$ cat src/rsqrt_seed.hex
FC17
F4C8
EE13
E7E4
E22A
DCD7
D7E1
D33C
CEE1
CAC8
C6EB
C345
BFD0
BC89
B96B
B673
B39F
B0EC
AE56
ABDD
A97E
A738
A508
A2EE
A0E8
9EF5
9D13
9B42
9981
97CF
962B
9494
930A
918C
9019
8EB1
8D53
8C00
8AB5
8974
883B
870A
85E2
84C1
83A7
8293
8187
8081
$ cat src/fsqrt_pkg.sv
package fsqrt_pkg;

   // ieee single fields
   localparam int EXP_W    = 8;
   localparam int MAN_W    = 23;
   localparam int EXP_BIAS = 127;
   localparam int EXP_MAX  = 255;

   // aligned mantissa, 2 integer bits, 1.0 up to 4.0
   localparam int ALIGN_W = 25;

   // inverse root, all fraction bits, 0.5 to 1.0
   localparam int ROOT_W = 27;

   // seed rom
   localparam int    SEED_W     = 16;
   localparam int    SEED_DEPTH = 48;
   localparam string SEED_FILE  = "/design/src/rsqrt_seed.hex";

   // in_valid to out_valid
   localparam int PIPE_DEPTH = 4;

   localparam int QNAN_BIT = 22;

   // newton error term, sign and 2 integer bits on top of the fraction
   localparam int ERR_F = 32;
   localparam int ERR_W = ERR_F + 3;

   typedef enum logic [2:0] {
      CLS_NORMAL,
      CLS_ZERO,
      CLS_INF,
      CLS_NAN,
      CLS_NEG
   } fsqrt_class_e;

endpackage

$ cat src/fsqrt_pack.sv
`timescale 1ns/1ps

module fsqrt_pack (
   input  logic                                clk,
   input  logic                                reset,
   input  logic                                valid,
   input  fsqrt_pkg::fsqrt_class_e             cls,
   input  logic                                sign,
   input  logic [fsqrt_pkg::ALIGN_W-1:0]       man_a,
   input  logic signed [fsqrt_pkg::EXP_W-1:0]  exp_h,
   input  logic [fsqrt_pkg::ROOT_W-1:0]        root,
   input  logic [fsqrt_pkg::MAN_W-1:0]         man_raw,
   output logic [31:0]                         y,
   output logic                                exception,
   output logic                                out_valid
);
   import fsqrt_pkg::*;

   logic [ALIGN_W+ROOT_W-1:0] prod;
   logic                      top;
   logic [ALIGN_W+ROOT_W-3:0] frac_n;
   logic [MAN_W-1:0]          mant;
   logic                      guard;
   logic                      sticky;
   logic                      inc;
   logic [MAN_W:0]            mant_r;
   logic [EXP_W-1:0]          exp_b;
   logic [31:0]               y_num;
   logic [31:0]               y_c;
   logic                      exc_c;

   // sqrt(a) = a * rsqrt(a), lands just under 1.0 or in [1.0, 2.0)
   assign prod   = man_a * root;
   assign top    = prod[ALIGN_W+ROOT_W-2];
   assign frac_n = top ? prod[ALIGN_W+ROOT_W-3:0] : {prod[ALIGN_W+ROOT_W-4:0], 1'b0};

   assign mant   = frac_n[ALIGN_W+ROOT_W-3 -: MAN_W];
   assign guard  = frac_n[ALIGN_W+ROOT_W-3-MAN_W];
   assign sticky = |frac_n[ALIGN_W+ROOT_W-4-MAN_W:0];
   assign inc    = guard & (sticky | mant[0]);
   assign mant_r = {1'b0, mant} + (MAN_W+1)'(inc);

   // rounding carry bumps the exponent, mantissa bits are already zero then
   assign exp_b = EXP_W'(int'(exp_h) + EXP_BIAS - 1 + int'(top) + int'(mant_r[MAN_W]));
   assign y_num = {1'b0, exp_b, mant_r[MAN_W-1:0]};

   always_comb begin
      y_c   = y_num;
      exc_c = 1'b0;
      case (cls)
         CLS_NAN: begin
            y_c   = {sign, EXP_W'(EXP_MAX), man_raw | (MAN_W'(1) << QNAN_BIT)};
            exc_c = 1'b1;
         end
         CLS_INF: begin
            y_c = {1'b0, EXP_W'(EXP_MAX), {MAN_W{1'b0}}};
         end
         CLS_ZERO: begin
            y_c = {sign, {(EXP_W+MAN_W){1'b0}}};
         end
         CLS_NEG: begin
            // default quiet nan
            y_c   = {1'b1, EXP_W'(EXP_MAX), MAN_W'(1) << QNAN_BIT};
            exc_c = 1'b1;
         end
         default: begin
            y_c = y_num;
         end
      endcase
   end

   always_ff @(posedge clk) begin
      if (reset) begin
         out_valid <= 1'b0;
         y         <= '0;
         exception <= 1'b0;
      end else begin
         out_valid <= valid;
         if (valid) begin
            y         <= y_c;
            exception <= exc_c;
         end
      end
   end

   // exception marks exactly the nan results
   assert property (@(posedge clk) disable iff (reset)
      out_valid |->
         exception == (y[EXP_W+MAN_W-1 -: EXP_W] == EXP_MAX && y[MAN_W-1:0] != '0))
      else $error("exception flag disagrees with the nan encoding of y");

endmodule

$ cat config.mk
export PLATFORM = sky130hd
export DESIGN_NAME = fsqrt_pack
export DESIGN_NICKNAME = d
export VERILOG_FILES = /design/src/fsqrt_pkg.sv /design/src/fsqrt_pack.sv
export SDC_FILE = /design/constraint.sdc
export NUM_CORES = 2
export LEC_CHECK = 0
export ABC_AREA = 1
export BUFFER_PORTS_ARGS = -buffer_cell sky130_fd_sc_hd__buf_4
export CAP_MARGIN = 5
export CELL_PAD_IN_SITES_DETAIL_PLACEMENT = 1
export CELL_PAD_IN_SITES_GLOBAL_PLACEMENT = 2
export CORE_MARGIN = 4
export CORE_UTILIZATION = 37
export DETAILED_ROUTE_END_ITERATION = 8
export GPL_TIMING_DRIVEN = 1
export PLACE_DENSITY_LB_ADDON = 0.1
export SETUP_SLACK_MARGIN = 0.1
export SLEW_MARGIN = 20
export SYNTH_ARGS = -nofsm -noshare
export SYNTH_HDL_FRONTEND = slang
export SYNTH_SLANG_ARGS = --single-unit
$ cat constraint.sdc
create_clock -name clk -period 11.8 [get_ports clk]
set_clock_uncertainty 0.15 [all_clocks]
set_input_delay 0.59 -clock clk [delete_from_list [all_inputs] [get_ports clk]]
set_output_delay 0.59 -clock clk [all_outputs]
set_load 0.01 [all_outputs]
Word-level counts from Yosys, hierarchy flattened
Index checks and enable logic that the tools add are counted.
{"block": "totals", "register_bits": 34, "inputBits": 90, "out_inout_bits": 34, "word_cells": 20}
{"block": "classes", "n_addsub": 5, "n_mul": 1, "eq_ne": 4, "mux": 3, "n_bitwise": 2, "n_reduce_logical": 2}
{"operator": "32-bit one-hot mux with 4 select lines", "n": 1}
{"operator": "25-bit by 27-bit multiplier with 51-bit output", "n": 1}
{"operator": "50-bit two-way mux", "n": 1}
{"operator": "26-bit OR reduction", "n": 1}
{"operator": "23-bit by 1-bit adder with 24-bit output", "n": 1}
{"operator": "8-bit by 2-bit adder with 8-bit output", "n": 2}
{"operator": "8-bit adder (second input constant)", "n": 1}
{"operator": "8-bit by 2-bit subtractor with 8-bit output (second input constant)", "n": 1}
{"operator": "3-bit by 2-bit equality test with 1-bit output (second input constant)", "n": 2}
{"operator": "3-bit by 1-bit equality test with 1-bit output (second input constant)", "n": 1}
{"operator": "3-bit equality test (second input constant)", "n": 1}
{"operator": "2-bit OR reduction", "n": 1}
{"operator": "1-bit bitwise AND", "n": 1}
{"operator": "1-bit two-way mux", "n": 1}
{"operator": "1-bit OR", "n": 1}

Logic depth before layout (Yosys ltp)
{"block": "logic_depth", "ltp_word": 8, "depth_mapped": 47, "mapped_depth_nobuf": 45}

Worst setup path after synthesis
OpenSTA, ideal clock, no wires.
{"block": "synth_timing", "path_type": "input port to flip-flop", "startpoint": "input man_a[4] in the netlist's numbering", "endpoint": "register y[24]", "setup_time_ps": 70, "arrival_time_ps": 8104, "t_required_ps": 11580, "path_slack_ps": 3477, "stages": 42, "path_cell_list": "clkbuf_1 clkbuf_1 nand2_1 fa_1 inv_1 fa_1 inv_1 fa_1 inv_1 fa_1 inv_1 fa_1 inv_1 fa_1 inv_1 fa_1 inv_1 ha_1 (+6 left out) nand2_2 nand3_1 nand2_2 nand2_4 buf_6 nand2_1 nand2_2 nor2_1 nand2_1 nor2_4 nand2_2 nor4_1 ha_1 a31o_2 inv_1 ha_1 or2_2 a21oi_1"}
{"block": "synth_via", "elab_chain_cells": 8}
{"item": "start: declaration", "line": "fsqrt_pack.sv:9", "text": "input logic [fsqrt_pkg::ALIGN_W-1:0] man_a,"}
{"item": "25-bit by 27-bit multiplier with 51-bit output *", "line": "fsqrt_pack.sv:33", "text": "assign prod = man_a * root;"}
{"item": "50-bit two-way mux", "line": "fsqrt_pack.sv:35", "text": "assign frac_n = top ? prod[ALIGN_W+ROOT_W-3:0] : {prod[ALIGN_W+ROOT_W-4:0], 1'b0};"}
{"item": "26-bit OR reduction", "line": "fsqrt_pack.sv:39", "text": "assign sticky = |frac_n[ALIGN_W+ROOT_W-4-MAN_W:0];"}
{"item": "1-bit OR", "line": "fsqrt_pack.sv:40", "text": "assign inc = guard & (sticky | mant[0]);"}
{"item": "1-bit bitwise AND", "line": "fsqrt_pack.sv:40"}
{"item": "23-bit by 1-bit adder with 24-bit output", "line": "fsqrt_pack.sv:41", "text": "assign mant_r = {1'b0, mant} + (MAN_W+1)'(inc);"}
{"item": "8-bit by 2-bit adder with 8-bit output *", "line": "fsqrt_pack.sv:44", "text": "assign exp_b = EXP_W'(int'(exp_h) + EXP_BIAS - 1 + int'(top) + int'(mant_r[MAN_W]));"}
{"item": "32-bit one-hot mux with 4 select lines *", "line": "fsqrt_pack.sv:50", "text": "case (cls)"}
{"item": "end signal: assignment", "line": "fsqrt_pack.sv:80", "text": "y <= y_c;"}
{"item": "end: declaration", "line": "fsqrt_pack.sv:13", "text": "output logic [31:0] y,"}
Mark *: on every way between the ends. The rest lies on a longest branch, timed or not.
A chain may end at the register's enable or synchronous reset.

Worst setup path after layout
{"block": "layout_timing", "startpoint": "input root[13] in the netlist's numbering", "endpoint": "register y[29]"}
{"block": "layout_via", "elab_chain_cells": 8}
{"item": "start: declaration", "line": "fsqrt_pack.sv:11", "text": "input logic [fsqrt_pkg::ROOT_W-1:0] root,"}
{"item": "25-bit by 27-bit multiplier with 51-bit output *", "line": "fsqrt_pack.sv:33"}
{"item": "50-bit two-way mux", "line": "fsqrt_pack.sv:35"}
{"item": "26-bit OR reduction", "line": "fsqrt_pack.sv:39"}
{"item": "1-bit OR", "line": "fsqrt_pack.sv:40"}
{"item": "1-bit bitwise AND", "line": "fsqrt_pack.sv:40"}
{"item": "23-bit by 1-bit adder with 24-bit output", "line": "fsqrt_pack.sv:41"}
{"item": "8-bit by 2-bit adder with 8-bit output *", "line": "fsqrt_pack.sv:44"}
{"item": "32-bit one-hot mux with 4 select lines *", "line": "fsqrt_pack.sv:50"}
Marks and branches as above.

==> results.sh <==
export IMPL_rows=99
export IMPL_drtIter0Drc=809
export IMPL_synth_flop_cell="dfxtp_1"
export IMPL_design_core_area_mm2=0.0736
export IMPL_rsz0062_at_grt="false"
export IMPL_num_vias=23200
export IMPL_cts_root_buf="clkbuf_16"
export IMPL_wl_mm=85.4
export IMPL_synthAdderAreaFrac_pct=49.7
export IMPL_start_util_pct=37.6
export IMPL_gp_congestion=0.850
export IMPL_min_period_ns=9.33
export IMPL_place_ws_ns=2.13
export IMPL_reg2reg_to="exception"
export IMPL_min_path_type="input pin to register"
export IMPL_synth_cell_types=40
export IMPL_yosysSeqAreaShare_pct=2.46
export IMPL_dpl_cell_area_mm2=0.0291
export IMPL_worst_slack_ns=2.47
export IMPL_hp_start="reset"
export IMPL_synth_area_leaders="fa_1, nand2_1, inv_1, ha_1, dfxtp_1"
export IMPL_holdPathEnd="out_valid"
export IMPL_cp_common_cell="inv_1"
export IMPL_die_x_um=281
export IMPL_clk_pin_slew_ns=0.05
export IMPL_syn_inst=4098
export IMPL_worst_path_buf_inv=11
export IMPL_cts_setup_buffers=0
export IMPL_ff2ff_setup_slack_ns=10.81
export IMPL_netlist_area_leader_share_pct=41.3
export IMPL_crit_path_end_kind="register"
export IMPL_io_pins=124
export IMPL_r2r_start="exception"
export IMPL_async_flop_share_pct=0
export IMPL_dieArea_mm2=0.0792
export IMPL_crit_type="input pin to register"
export IMPL_crit_path_start_kind="input pin"
export IMPL_cap_violations=0
export IMPL_critPathMaxFanout=44
export IMPL_finalInstanceArea_mm2=0.0292
export IMPL_synthMuxAreaShare_pct=0
export IMPL_ctsResizeCount=0
export IMPL_place_port_buffers=122
export IMPL_cts_sinks=34
export IMPL_n_fill_cell=9627
export IMPL_slowest_delay_ns=0.55
export IMPL_maxSlewHeadroom_pct=37.2
export IMPL_ant_nets=0
export IMPL_layout_drive_gt1_share_pct=4.82
export IMPL_grt_max_degree=58
export IMPL_fin_crit_sh_pct=79.0
export IMPL_hold_depth=2
export IMPL_grt_ovfl_total=0
export IMPL_area_delta_synth_final_pct=5.57
export IMPL_drc=0
export IMPL_dr_pass1_iters=5
export IMPL_multi_input_area_mm2=0.0215
export IMPL_synth_compound_area_share_pct=2.61
export IMPL_yosysWarnings=0
export IMPL_yosysTopAreaCell="fa_1"
export IMPL_die_height_um=281
export IMPL_max_freq_mhz=107
export IMPL_htreeDepth=2
export IMPL_syn_num_nets=4944
export IMPL_postCtsHoldBufs=0
export IMPL_syn_area_per_cell_um2=6.75
export IMPL_grt_pass1_wl_mm=141
export IMPL_grt_antenna_before_repair=1
export IMPL_synthSimpleGateAreaFrac_pct=24.8
export IMPL_regArea_um2=681
export IMPL_place_hpwl_mm=73.4
export IMPL_cts_buffers=5
export IMPL_final_max_slew_viol_count=0
export IMPL_cts_tree="done"
export IMPL_final_hold_violation_count=0
export IMPL_syn_cell_area_mm2=0.0277
export IMPL_via_per_inst=4.64
export IMPL_slowest_stage="fa_1"
export IMPL_crit_arrival_ns=9.38
export IMPL_setup_viol=0
export IMPL_worst_slew_pin_slew_ns=0.941
export IMPL_synth_top_family_by_area="adder cells"
export IMPL_synth_edff_count=0
export IMPL_cp_required_ns=11.85
export IMPL_synthXorXnorAreaFrac_pct=0.633
export IMPL_wl_per_cell_um=17.0
export IMPL_grt_total_usage_pct=22.4
export IMPL_finalSetupTns_ns=0
export IMPL_crit_family="adder cells"
export IMPL_clk_latency_ns=0.27
export IMPL_status="finished, final reports clean"
export IMPL_grt_pass1_vias=26100
export IMPL_cts_buffer_depth=2
export IMPL_antennaDiodeCount=0
export IMPL_ys_seq_elements=34
export IMPL_reg2regPathDepth=3
export IMPL_nNetsFinal=4894
-- per-stage QoR --
| step | cells | hold slack [ns] | util (%) |
|---|---|---|---|
| global placement | 5000 | 0.326 | 39.5 |
| detailed placement | 5000 | 0.329 | 39.5 |
| floorplan | 4098 | 0.366 | - |
| CTS | 5008 | 0.316 | 39.7 |
| finish | 5008 | 0.324 | 39.7 |
| global route | 5008 | 0.328 | 39.7 |
-- flip-flops by register name, indices dropped and copies added (netlist names) --
| name | cells |
|---|---|
| exception | 1 |
| y | 32 |
| out_valid | 1 |
-- cells by family (layout without fill, tap and decap cells) --
family	count (synthesis)	count (layout)
AOI/OAI and AO/OA	136	136
xor gates and xnor gates	20	20
adders and majority gates	756	756
buffers and inverters	1442	1393
DFF	34	34
and+or+nand+nor	1710	1710
-- per-layer routing --
layer  vias up  track usage [%]  part of all wire (%)
li1      11300                -                     -
met1     11700             30.1                    46
met2       218             41.9                    51
met3        33            0.845                   1.7
met4         0             1.65                  0.73
met5         -                0                     0
-- worst max path at each step --
stage	from	to	slack (ns)	cells past startpoint
final	root[13]	y[29]	2.47	43
after detailed placement	root[21]	y[29]	2.13	40
after CTS	root[13]	y[29]	2.37	43
after global placement	root[13]	y[29]	2.20	43
after floorplan	man_a[4]	y[24]	3.48	42
after global routing	root[13]	y[29]	1.75	43
-- cell usage after synthesis (3+ instances only) --
library cell / instances
nand2_1: 1382
inv_1: 1254
fa_1: 571
ha_1: 185
clkbuf_1: 161
nor2_1: 126
nand3_1: 93
a21oi_1: 63
o21ai_0: 46
dfxtp_1: 34
nand4_1: 34
nand2_2: 26
nor3_1: 12
a31oi_1: 11
xnor2_1: 10
xor2_1: 10
inv_2: 8
nor2_4: 8
buf_2: 7
nor2_2: 7
or2_2: 6
buf_6: 5
o21ai_1: 5
buf_1: 4
buf_4: 3
nand3b_1: 3
nor4_1: 3
o211ai_1: 3
-- cell type report --
class	count	area share, %
inverters	1262	16.2
repair buffers	123	3.16
clock inverters	1	0.0171
well taps	959	4.11
clock buffers	7	0.488
multi-input cells	2622	73.7
flip-flops and latches	34	2.33
-- cell usage in the layout, fill, tap and decap left out, drive strengths merged, types with 34 or more instances in the layout --
master	instances
a21oi	64
nand4	35
fa	571
nand2	1410
ha	185
inv	1262
nand3	95
dfxtp	34
buf	123
o21ai	51
nor2	141
Power is not shown: default switching activity piles up to over one toggle a cycle in this logic, so the estimate is an artifact.
