$ cat config.mk
export PLATFORM = sky130hd
export DESIGN_NAME = fsqrt_unpack
export DESIGN_NICKNAME = d
export VERILOG_FILES = /design/src/fsqrt_pkg.sv /design/src/fsqrt_unpack.sv
export SDC_FILE = /design/constraint.sdc
export NUM_CORES = 1
export LEC_CHECK = 0
export ABC_AREA = 1
export ABC_CLOCK_PERIOD_IN_PS = 3000
export BUFFER_PORTS_ARGS = -buffer_cell sky130_fd_sc_hd__buf_4
export CELL_PAD_IN_SITES_DETAIL_PLACEMENT = 0
export CELL_PAD_IN_SITES_GLOBAL_PLACEMENT = 1
export CORE_UTILIZATION = 33
export CTS_BUF_LIST = sky130_fd_sc_hd__clkbuf_4 sky130_fd_sc_hd__clkbuf_8
export DETAILED_ROUTE_END_ITERATION = 16
export HOLD_SLACK_MARGIN = 0.12
export PLACE_DENSITY_LB_ADDON = 0.1
export SLEW_MARGIN = 25
export SYNTH_ARGS = -nofsm -noshare
export SYNTH_HDL_FRONTEND = slang
export SYNTH_SLANG_ARGS = --single-unit
$ cat constraint.sdc
create_clock -name clk -period 3 [get_ports clk]
set_clock_uncertainty 0.2 [all_clocks]
set_input_delay 0.45 -clock clk [delete_from_list [all_inputs] [get_ports clk]]
set_output_delay 0.45 -clock clk [all_outputs]
set_load 0.005 [all_outputs]
$ cat src/rsqrt_seed.hex
FC17
F4C8
EE13
E7E4
E22A
DCD7
D7E1
D33C
CEE1
CAC8
C6EB
C345
BFD0
BC89
B96B
B673
B39F
B0EC
AE56
ABDD
A97E
A738
A508
A2EE
A0E8
9EF5
9D13
9B42
9981
97CF
962B
9494
930A
918C
9019
8EB1
8D53
8C00
8AB5
8974
883B
870A
85E2
84C1
83A7
8293
8187
8081
$ cat src/fsqrt_pkg.sv
package fsqrt_pkg;

   // ieee single fields
   localparam int EXP_W    = 8;
   localparam int MAN_W    = 23;
   localparam int EXP_BIAS = 127;
   localparam int EXP_MAX  = 255;

   // aligned mantissa, 2 integer bits, 1.0 up to 4.0
   localparam int ALIGN_W = 25;

   // inverse root, all fraction bits, 0.5 to 1.0
   localparam int ROOT_W = 27;

   // seed rom
   localparam int    SEED_W     = 16;
   localparam int    SEED_DEPTH = 48;
   localparam string SEED_FILE  = "/design/src/rsqrt_seed.hex";

   // in_valid to out_valid
   localparam int PIPE_DEPTH = 4;

   localparam int QNAN_BIT = 22;

   // newton error term, sign and 2 integer bits on top of the fraction
   localparam int ERR_F = 32;
   localparam int ERR_W = ERR_F + 3;

   typedef enum logic [2:0] {
      CLS_NORMAL,
      CLS_ZERO,
      CLS_INF,
      CLS_NAN,
      CLS_NEG
   } fsqrt_class_e;

endpackage

$ cat src/fsqrt_unpack.sv
`timescale 1ns/1ps

module fsqrt_unpack (
   input  logic                                clk,
   input  logic                                reset,
   input  logic                                in_valid,
   input  logic [31:0]                         x,
   output logic                                valid,
   output fsqrt_pkg::fsqrt_class_e             cls,
   output logic                                sign,
   output logic [fsqrt_pkg::ALIGN_W-1:0]       man_a,
   output logic signed [fsqrt_pkg::EXP_W-1:0]  exp_h,
   output logic [fsqrt_pkg::ROOT_W-1:0]        root,
   output logic [fsqrt_pkg::MAN_W-1:0]         man_raw
);
   import fsqrt_pkg::*;

   logic [SEED_W-1:0]     seed_rom [SEED_DEPTH];
   logic [EXP_W-1:0]      e;
   logic [MAN_W-1:0]      m;
   logic signed [EXP_W:0] unb;
   fsqrt_class_e          cls_c;
   logic [ALIGN_W-1:0]    man_a_c;
   logic [5:0]            seed_idx;

   initial begin
      $readmemh(SEED_FILE, seed_rom);
   end

   assign e   = x[EXP_W+MAN_W-1 -: EXP_W];
   assign m   = x[MAN_W-1:0];
   assign unb = $signed({1'b0, e}) - (EXP_W+1)'(EXP_BIAS);

   // -inf falls through to negative, subnormals flush to zero
   always_comb begin
      if (e == EXP_MAX && m != '0)
         cls_c = CLS_NAN;
      else if (e == '0)
         cls_c = CLS_ZERO;
      else if (x[31])
         cls_c = CLS_NEG;
      else if (e == EXP_MAX)
         cls_c = CLS_INF;
      else
         cls_c = CLS_NORMAL;
   end

   // odd exponent gets one extra left shift
   assign man_a_c  = unb[0] ? {1'b1, m, 1'b0} : {2'b01, m};
   assign seed_idx = man_a_c[ALIGN_W-1 -: 6] - 6'd16;

   always_ff @(posedge clk) begin
      if (reset)
         valid <= 1'b0;
      else
         valid <= in_valid;
   end

   always_ff @(posedge clk) begin
      cls     <= cls_c;
      sign    <= x[31];
      man_a   <= man_a_c;
      // floor of half the unbiased exponent
      exp_h   <= unb[EXP_W:1];
      root    <= {seed_rom[seed_idx], {(ROOT_W-SEED_W){1'b0}}};
      man_raw <= m;
   end

   // seeds must lie in [0.5, 1.0)
   assert property (@(posedge clk) disable iff (reset)
      in_valid && cls_c == CLS_NORMAL |->
         seed_idx < SEED_DEPTH && seed_rom[seed_idx][SEED_W-1])
      else $error("seed index %0d beyond table or seed below 0.5", seed_idx);

endmodule

## After elaboration in Yosys (flattened, before gate mapping)

Index checks and enable logic that the tools add are counted.

| word-level totals | value |
|---|---|
| word-level logic and storage cells | 19 |
| flip-flop bits (word level) | 77 |
| output and inout port bits | 88 |
| input bits | 35 |

| operators by class | value |
|---|---|
| eq/ne operators | 1 |
| $add $sub $neg | 1 |
| muxes and demuxes | 4 |
| reduce and logical (&&, ||, !) cells | 4 |

Operators with widths:

| cell | count |
|---|---|
| 25-bit two-way mux | 1 |
| 23-bit nonzero test | 1 |
| 8-bit by 7-bit subtractor with 9-bit output (second input constant) | 1 |
| 8-bit == test (second input constant) | 1 |
| 8-bit logical NOT | 1 |
| 2-bit two-way mux | 2 |
| 3-bit two-way mux | 1 |
| 2-bit OR reduction | 1 |
| 1-bit logical AND | 1 |

## Depth between registers and ports, before layout

Gate-level depths: netlist of the first run.

| logic depth | value |
|---|---|
| word-level depth | 4 |
| mapped depth | 8 |
| gate-level depth less buffers | 8 |

## Worst setup path after synthesis of the first run

Ideal clock, no wire load.

| timing path | value |
|---|---|
| path type | input-to-reg |
| from | input port x[23] |
| to | register cls[2] |
| data required time | 2689 ps |
| stages on the path | 7 |
| buffers on the path | 2 |
| path slack | 1439 ps |
| arrival time | 1250 ps |
| library setup time | 111 ps |
| cells stage by stage | buf_2 inv_1 buf_2 ha_1 nand4_1 nand2_2 nor2_2 |

| on the way | value |
|---|---|
| cells in the longest elaborated chain, start to end | 3 |
| elaborated cells on any way between the ends | 4 |
| classes of those cells | eq/ne: 1; reduce/logical: 3 |

Ends and longest elaborated chain:

| element | RTL line | source |
|---|---|---|
| start: declaration | fsqrt_unpack.sv:7 | `input logic [31:0] x,` |
| 8-bit == test | fsqrt_unpack.sv:36 | `if (e == EXP_MAX && m != '0)` |
| 1-bit logical AND | fsqrt_unpack.sv:36 |  |
| 2-bit OR reduction (no source line) (*) | - |  |
| end signal: assignment | fsqrt_unpack.sv:60 | `cls <= cls_c;` |
| end: declaration | fsqrt_unpack.sv:9 | `output fsqrt_pkg::fsqrt_class_e cls,` |

Every way passes the cells marked *; elsewhere a longest branch is shown, timed or not.
A chain may end at the register's enable or synchronous reset.

## Worst setup path in the final report of the first run

| timing path | value |
|---|---|
| from | input port x[28] |
| to | register exp_h[7] in the netlist's numbering |

| on the way | value |
|---|---|
| cells in the longest elaborated chain, start to end | 1 |

Ends and longest elaborated chain:

| element | RTL line | source |
|---|---|---|
| 8-bit by 7-bit subtractor with 9-bit output | fsqrt_unpack.sv:32 | `assign unb = $signed({1'b0, e}) - (EXP_W+1)'(EXP_BIAS);` |
| named net unb[8] | fsqrt_unpack.sv:21 | `logic signed [EXP_W:0] unb;` |
| end signal: assignment | fsqrt_unpack.sv:64 | `exp_h <= unb[EXP_W:1];` |
| end: declaration | fsqrt_unpack.sv:12 | `output logic signed [fsqrt_pkg::EXP_W-1:0] exp_h,` |

The timed path passes the listed nets, and every way through them passes these cells.

==> flow_metrics.py, run 1 <==
metrics = {
    "setup_path": {
        "end_kind": "register",
        "critPathMaxStageDelay_ns": 0.54,
        "cp-start-kind": "primary input",
        "path_class": "primary input to register",
        "cp_slowest_cell": "dlygate4sd3_1",
        "required_ns": 3.02,
        "crit_arrival_ns": 1.91,
        "cpMostUsedCell": "dlygate4sd3_1",
        "crit_fanout": 4,
        "crit_chain": "dlygate4sd3_1 -> buf_4 -> nand2_2 -> nor2_4 -> a21oi_1 -> dlygate4sd3_1",
    },
    "yosys": {
        "synth_area_mm2": 0.00201,
        "synth_cell_types": 20,
        "synth-seq-cells": 61,
        "post_synth.cell_area_avg_um2": 9.24,
        "synth_warnings": 0,
        "synthCells": 217,
        "seq_area_frac_synth": 0.609,
    },
    "timing": {
        "hold_ws_ns": 0.138,
        "fin_setup_tns_ns": 0,
        "final-hold-violation-count": 0,
        "rsz0062_at_grt": "no",
        "finalMaxSlewViolations": 0,
        "fin_crit_sh": 0.630,
        "min_period_ns": 1.89,
        "setup_viol": 0,
        "fmax_mhz": 529,
    },
    "power": {
        "irDropWorstVdd_v": 0.000270,
        "power_leakage_uw": 0.00164,
        "pwr_density_cell_mw_per_mm2": 582,
    },
    "routing": {
        "wl_per_cell_um": 10.2,
        "drc": 0,
        "routed-via-count": 1652,
        "drt-initial-drc-count": 78,
        "first_pass_iters": 4,
        "antenna_left": 0,
        "totalWireLength_um": 4370,
        "viasPerCell": 3.87,
    },
    "run_status": {
        "status": "completed",
    },
    "global_route": {
        "grt_pass1_vias": 1444,
        "grt.total_usage": 0.145,
        "grt_max_degree": 27,
        "antenna_found_initial": 0,
        "grt_pass1_wl_um": 6680,
        "grt.overflow.total": 0,
    },
    "die": {
        "rows": 28,
        "die_width_um": 80.0,
        "die_h_um": 80.0,
        "dieArea_mm2": 0.00639,
        "initial_core_util": 0.341,
        "pin_count": 123,
        "design.core.area_mm2": 0.00589,
    },
    "final_layout": {
        "fillers": 559,
        "final_area_mm2": 0.00320,
        "area_growth_pct": 59.5,
        "diodes": 0,
        "final_nets": 384,
        "drive_gt1_frac": 0.341,
    },
    "clock_network": {
        "clock_tree.buffer_depth": 2,
        "cts_setup_buffers": 0,
        "cts_tree": "built",
        "htreeDepth": 3,
        "clk_pin_slew_ns": 0.06,
        "ctsRootBufferMaster": "clkbuf_8",
        "cts_sinks": 61,
        "numCtsBuffers": 9,
    },
    "hold_path": {
        "hold_depth": 2,
        "hold_path.class": "primary input to register",
    },
    "flow_run": {
        "drv_cap": 0,
    },
    "placement": {
        "gp_congestion": 0.673,
        "port_buffers": 95,
        "dpl_cell_area_mm2": 0.00269,
        "hpwl_um": 3010,
    },
}
critical path: cells and delay by family:
family	cells	cell delay (ns)
AND/OR/NAND/NOR	2	0.19
AO/OA/AOI/OAI	1	0.07
buffers and inverters	3	1.20
metrics by stage:
step                      instances  setup WS [ns]  utilization  power (uW)
after global placement          382           1.16        0.457        1100
after detailed placement        382           1.12        0.457        1100
after global routing            427           1.09        0.543        1960
final                           427           1.11        0.543        1860
after CTS                       427           1.12        0.543        1890
after floorplan                 243           1.44            -         980
sequential cells by signal, summed over array words and instances, names as in the netlist:
name / cells
sign: 1
cls: 3
man_a: 25
exp_h: 8
man_raw: 23
valid: 1
synthesized netlist by cell type:
cell      number  area (um^2)
a21oi_1        1         5.00
nor2_4         2         22.5
nor2_1        17         63.8
nand2_1       73          274
xnor2_1        2         17.5
xor2_1         4         35.0
buf_2          3         15.0
nand3_1        2         10.0
nand2_2        4         25.0
nand4_1        2         12.5
inv_1          9         33.8
o21ai_0        2         10.0
dfxtp_1       61         1220
ha_1           2         25.0
conb_1         1         3.75
clkbuf_1       2         7.51
buf_4         27          203
nor2_2         1         6.26
nor3_1         1         5.00
nand3_2        1         10.0
final cells by class:
class,count,area [um^2],share of cell area
inverter,9,33.8,0.0106
multi-input combinational,141,623,0.195
tap,75,93.8,0.0293
clock inverter,3,42.5,0.0133
timing repair buffer,125,1010,0.316
sequential,61,1220,0.382
clock buffer,13,173,0.0540
report_power, final:
| group | switching, uW | leakage (uW) | total (uW) | internal [uW] |
|---|---|---|---|---|
| Combinational | 95.5 | 0.00101 | 229 | 133 |
| Clock | 297 | 0.000109 | 756 | 459 |
| Sequential | 13.0 | 0.000514 | 876 | 863 |
layer usage:
layer,vias up,share of wire,track usage
met4,0,0.027,0.0964
met1,697,0.42,0.163
met3,12,0.094,0.0594
met5,-,0,0
li1,862,-,-
met2,81,0.46,0.224
logic make-up after synthesis:
| kind of cell | count (synthesis) | share of synthesized area |
|---|---|---|
| xor+xnor | 6 | 0.0262 |
| fa+ha+maj | 2 | 0.0125 |
| other cells | 1 | 0.00187 |
| simple gates | 103 | 0.214 |
| compound gates | 3 | 0.00748 |
| flops | 61 | 0.609 |
| buf+inv | 41 | 0.129 |
layout by cell type (no fill, tap or decap):
| master | netlist | layout |
|---|---|---|
| clkinvlp_4 | 0 | 1 |
| conb_1 | 1 | 27 |
| bufinv_16 | 0 | 1 |
| clkbuf_4 | 0 | 1 |
| nor2_2 | 1 | 1 |
| nor3_1 | 1 | 1 |
| o21ai_0 | 2 | 2 |
| nor2_1 | 17 | 17 |
| a21oi_1 | 1 | 1 |
| clkinv_2 | 0 | 1 |
| nand2_2 | 4 | 4 |
| nand3_2 | 1 | 1 |
| xor2_1 | 4 | 4 |
| nand3_1 | 2 | 2 |
| dfxtp_1 | 61 | 61 |
| nand4_1 | 2 | 2 |
| ha_1 | 2 | 2 |
| nand2_1 | 73 | 73 |
| nor2_4 | 2 | 2 |
| xnor2_1 | 2 | 2 |
| clkbuf_8 | 0 | 12 |
| buf_4 | 27 | 96 |
| inv_1 | 9 | 9 |
| dlygate4sd3_1 | 0 | 29 |
worst paths after layout:
kind / from / endpoint / slack (ns)
setup / recovery: x[28] / exp_h[7]$_DFF_P_ / 1.11
hold / removal: x[29] / exp_h[5]$_DFF_P_ / 0.14
what timing repair did:
item | 4_1_cts | 5_1_grt
hold buffers | 29 | 0
resized for setup | 0 | 0
endpoints found under the hold margin | 29 | 0
Note: power is estimated with default switching activity, not from simulation.
==> run 2, diff against run 1 <==
--- a/config.mk
+++ b/config.mk
@@ -6,11 +6,11 @@
 export NUM_CORES = 1
 export LEC_CHECK = 0
 export ABC_AREA = 1
-export ABC_CLOCK_PERIOD_IN_PS = 3000
+export ABC_CLOCK_PERIOD_IN_PS = 1510
 export BUFFER_PORTS_ARGS = -buffer_cell sky130_fd_sc_hd__buf_4
 export CELL_PAD_IN_SITES_DETAIL_PLACEMENT = 0
 export CELL_PAD_IN_SITES_GLOBAL_PLACEMENT = 1
-export CORE_UTILIZATION = 33
+export CORE_UTILIZATION = 28
 export CTS_BUF_LIST = sky130_fd_sc_hd__clkbuf_4 sky130_fd_sc_hd__clkbuf_8
 export DETAILED_ROUTE_END_ITERATION = 16
 export HOLD_SLACK_MARGIN = 0.12
==> constraint.sdc (replaced) <==
create_clock -name clk -period 1.51 [get_ports clk]
set_clock_uncertainty 0.2 [all_clocks]
set_input_delay 0.2265 -clock clk [delete_from_list [all_inputs] [get_ports clk]]
set_output_delay 0.2265 -clock clk [all_outputs]
set_load 0.005 [all_outputs]
==> run 2 against run 1 <==
Worst setup slack lost 1.1 ns. Die area rose by 17%. Sequential share of layout area fell by 2.2 points. Global-route usage up 0.067 points. Largest cell class unchanged. Routed wire length grew 18%. Sequential power is 99% higher. Clock power is 120% higher.
==> flow_metrics.py, run 2 (synthesized netlist as in run 1, its figures left out) <==
metrics = {
    "final_layout": {
        "final_common_cell": "buf_4",
        "drive_gt1_frac": 0.344,
        "diodes": 0,
        "final_nets": 398,
        "top_regs": "man_a x25, man_raw x23, exp_h x8",
        "regMostFlops": "man_a",
        "final_cell_mix": "97 x buf_4, 73 x nand2_1, 61 x dfxtp_1",
        "largest_reg_flops": 25,
        "final_area_mm2": 0.00339,
        "area_growth_pct": 69.1,
        "fillers": 654,
    },
    "placement": {
        "dpl_cell_area_mm2": 0.00273,
        "hpwl_um": 3310,
        "gp_congestion": 0.756,
        "port_buffers": 95,
    },
    "die": {
        "design.core.area_mm2": 0.00687,
        "rows": 30,
        "die_h_um": 86.6,
        "dieArea_mm2": 0.00751,
        "die_width_um": 86.6,
        "pin_count": 123,
        "initial_core_util": 0.292,
    },
    "routing": {
        "routed-via-count": 1722,
        "antenna_left": 0,
        "viasPerCell": 3.73,
        "wl_per_cell_um": 11.1,
        "first_pass_iters": 4,
        "drc": 0,
        "totalWireLength_um": 5150,
        "drt-initial-drc-count": 44,
    },
    "hold_path": {
        "hold_path.class": "primary input to register",
    },
    "clock_network": {
        "numCtsBuffers": 9,
        "cts_setup_buffers": 0,
        "cts_sinks": 61,
        "clk_pin_slew_ns": 0.06,
        "cts_tree": "built",
        "ctsRootBufferMaster": "clkbuf_8",
        "clock_tree.buffer_depth": 2,
        "htreeDepth": 3,
    },
    "timing": {
        "hold_ws_ns": 0.0869,
        "finalMaxSlewViolations": 0,
        "min_period_ns": 1.46,
        "rsz0062_at_grt": "yes",
        "final-hold-violation-count": 0,
        "setup_viol": 0,
        "fin_crit_sh": 0.964,
        "fmax_mhz": 687,
    },
    "setup_path": {
        "crit_family": "buffers and inverters",
        "crit_chain": "dlygate4sd3_1 -> buf_4 -> nor2_1 -> dlygate4sd3_1",
        "cpMostUsedCell": "dlygate4sd3_1",
        "cp-start-kind": "primary input",
        "critPathBufInv": 3,
        "crit_arrival_ns": 1.54,
        "end_kind": "register",
        "critPathMaxStageDelay_ns": 0.55,
        "path_class": "primary input to register",
        "crit_fanout": 1,
        "cp_slowest_cell": "dlygate4sd3_1",
        "required_ns": 1.59,
    },
    "power": {
        "power_leakage_uw": 0.00170,
        "pwr_density_cell_mw_per_mm2": 1140,
        "irDropWorstVdd_v": 0.000498,
    },
    "global_route": {
        "antenna_found_initial": 0,
        "grt_max_degree": 25,
        "grt.total_usage": 0.145,
        "grt_pass1_vias": 1638,
        "grt_pass1_wl_um": 7910,
        "grt.overflow.total": 0,
    },
    "flow_run": {
        "drv_cap": 0,
    },
    "run_status": {
        "status": "completed",
    },
}
run 2: metrics by stage:
stage	utilization	cells	total power, uW	setup slack [ns]	TNS, ns
after global routing	0.494	462	4080	-0.0111	-0.0111
after CTS	0.491	462	3930	0.0255	0
final	0.494	462	3880	0.0547	0
after global placement	0.397	404	2180	0.106	0
after floorplan	-	243	1950	0.173	0
after detailed placement	0.397	404	2180	0.0846	0
run 2: area by class of cell:
class,count,area [um^2],area share
inverter,9,33.8,0.00996
timing repair buffer,139,1150,0.339
clock buffer,12,159,0.0469
multi-input combinational,141,638,0.188
sequential,61,1220,0.360
clock inverter,4,70.1,0.0207
tap,96,120,0.0354
run 2: report_power, final:
| part | switching (uW) | total [uW] | internal, uW |
|---|---|---|---|
| combinational | 204 | 493 | 289 |
| sequential | 27.4 | 1740 | 1720 |
| clock | 615 | 1650 | 1030 |
| total | 846 | 3880 | 3040 |
run 2: routing by layer:
layer  share of wire  global-route usage  vias up
met5               0                   0        -
met3           0.076              0.0581       14
li1                -                   -      886
met2            0.48               0.232       83
met4           0.026              0.0742        0
met1            0.42               0.169      739
run 2: repair_timing:
item | CTS | global route
hold buffers | 42 | 1
gates resized for setup | 0 | 5
endpoints found under the setup margin | 0 | 5
endpoints found under the hold margin | 60 | 1
run 2: worst paths after layout:
check                 startpoint               end  slack, ns  cells after the start
worst max-delay path       reset  valid$_SDFF_PP0_       0.05                      4
worst min-delay path       x[27]  exp_h[7]$_DFF_P_       0.09                      4
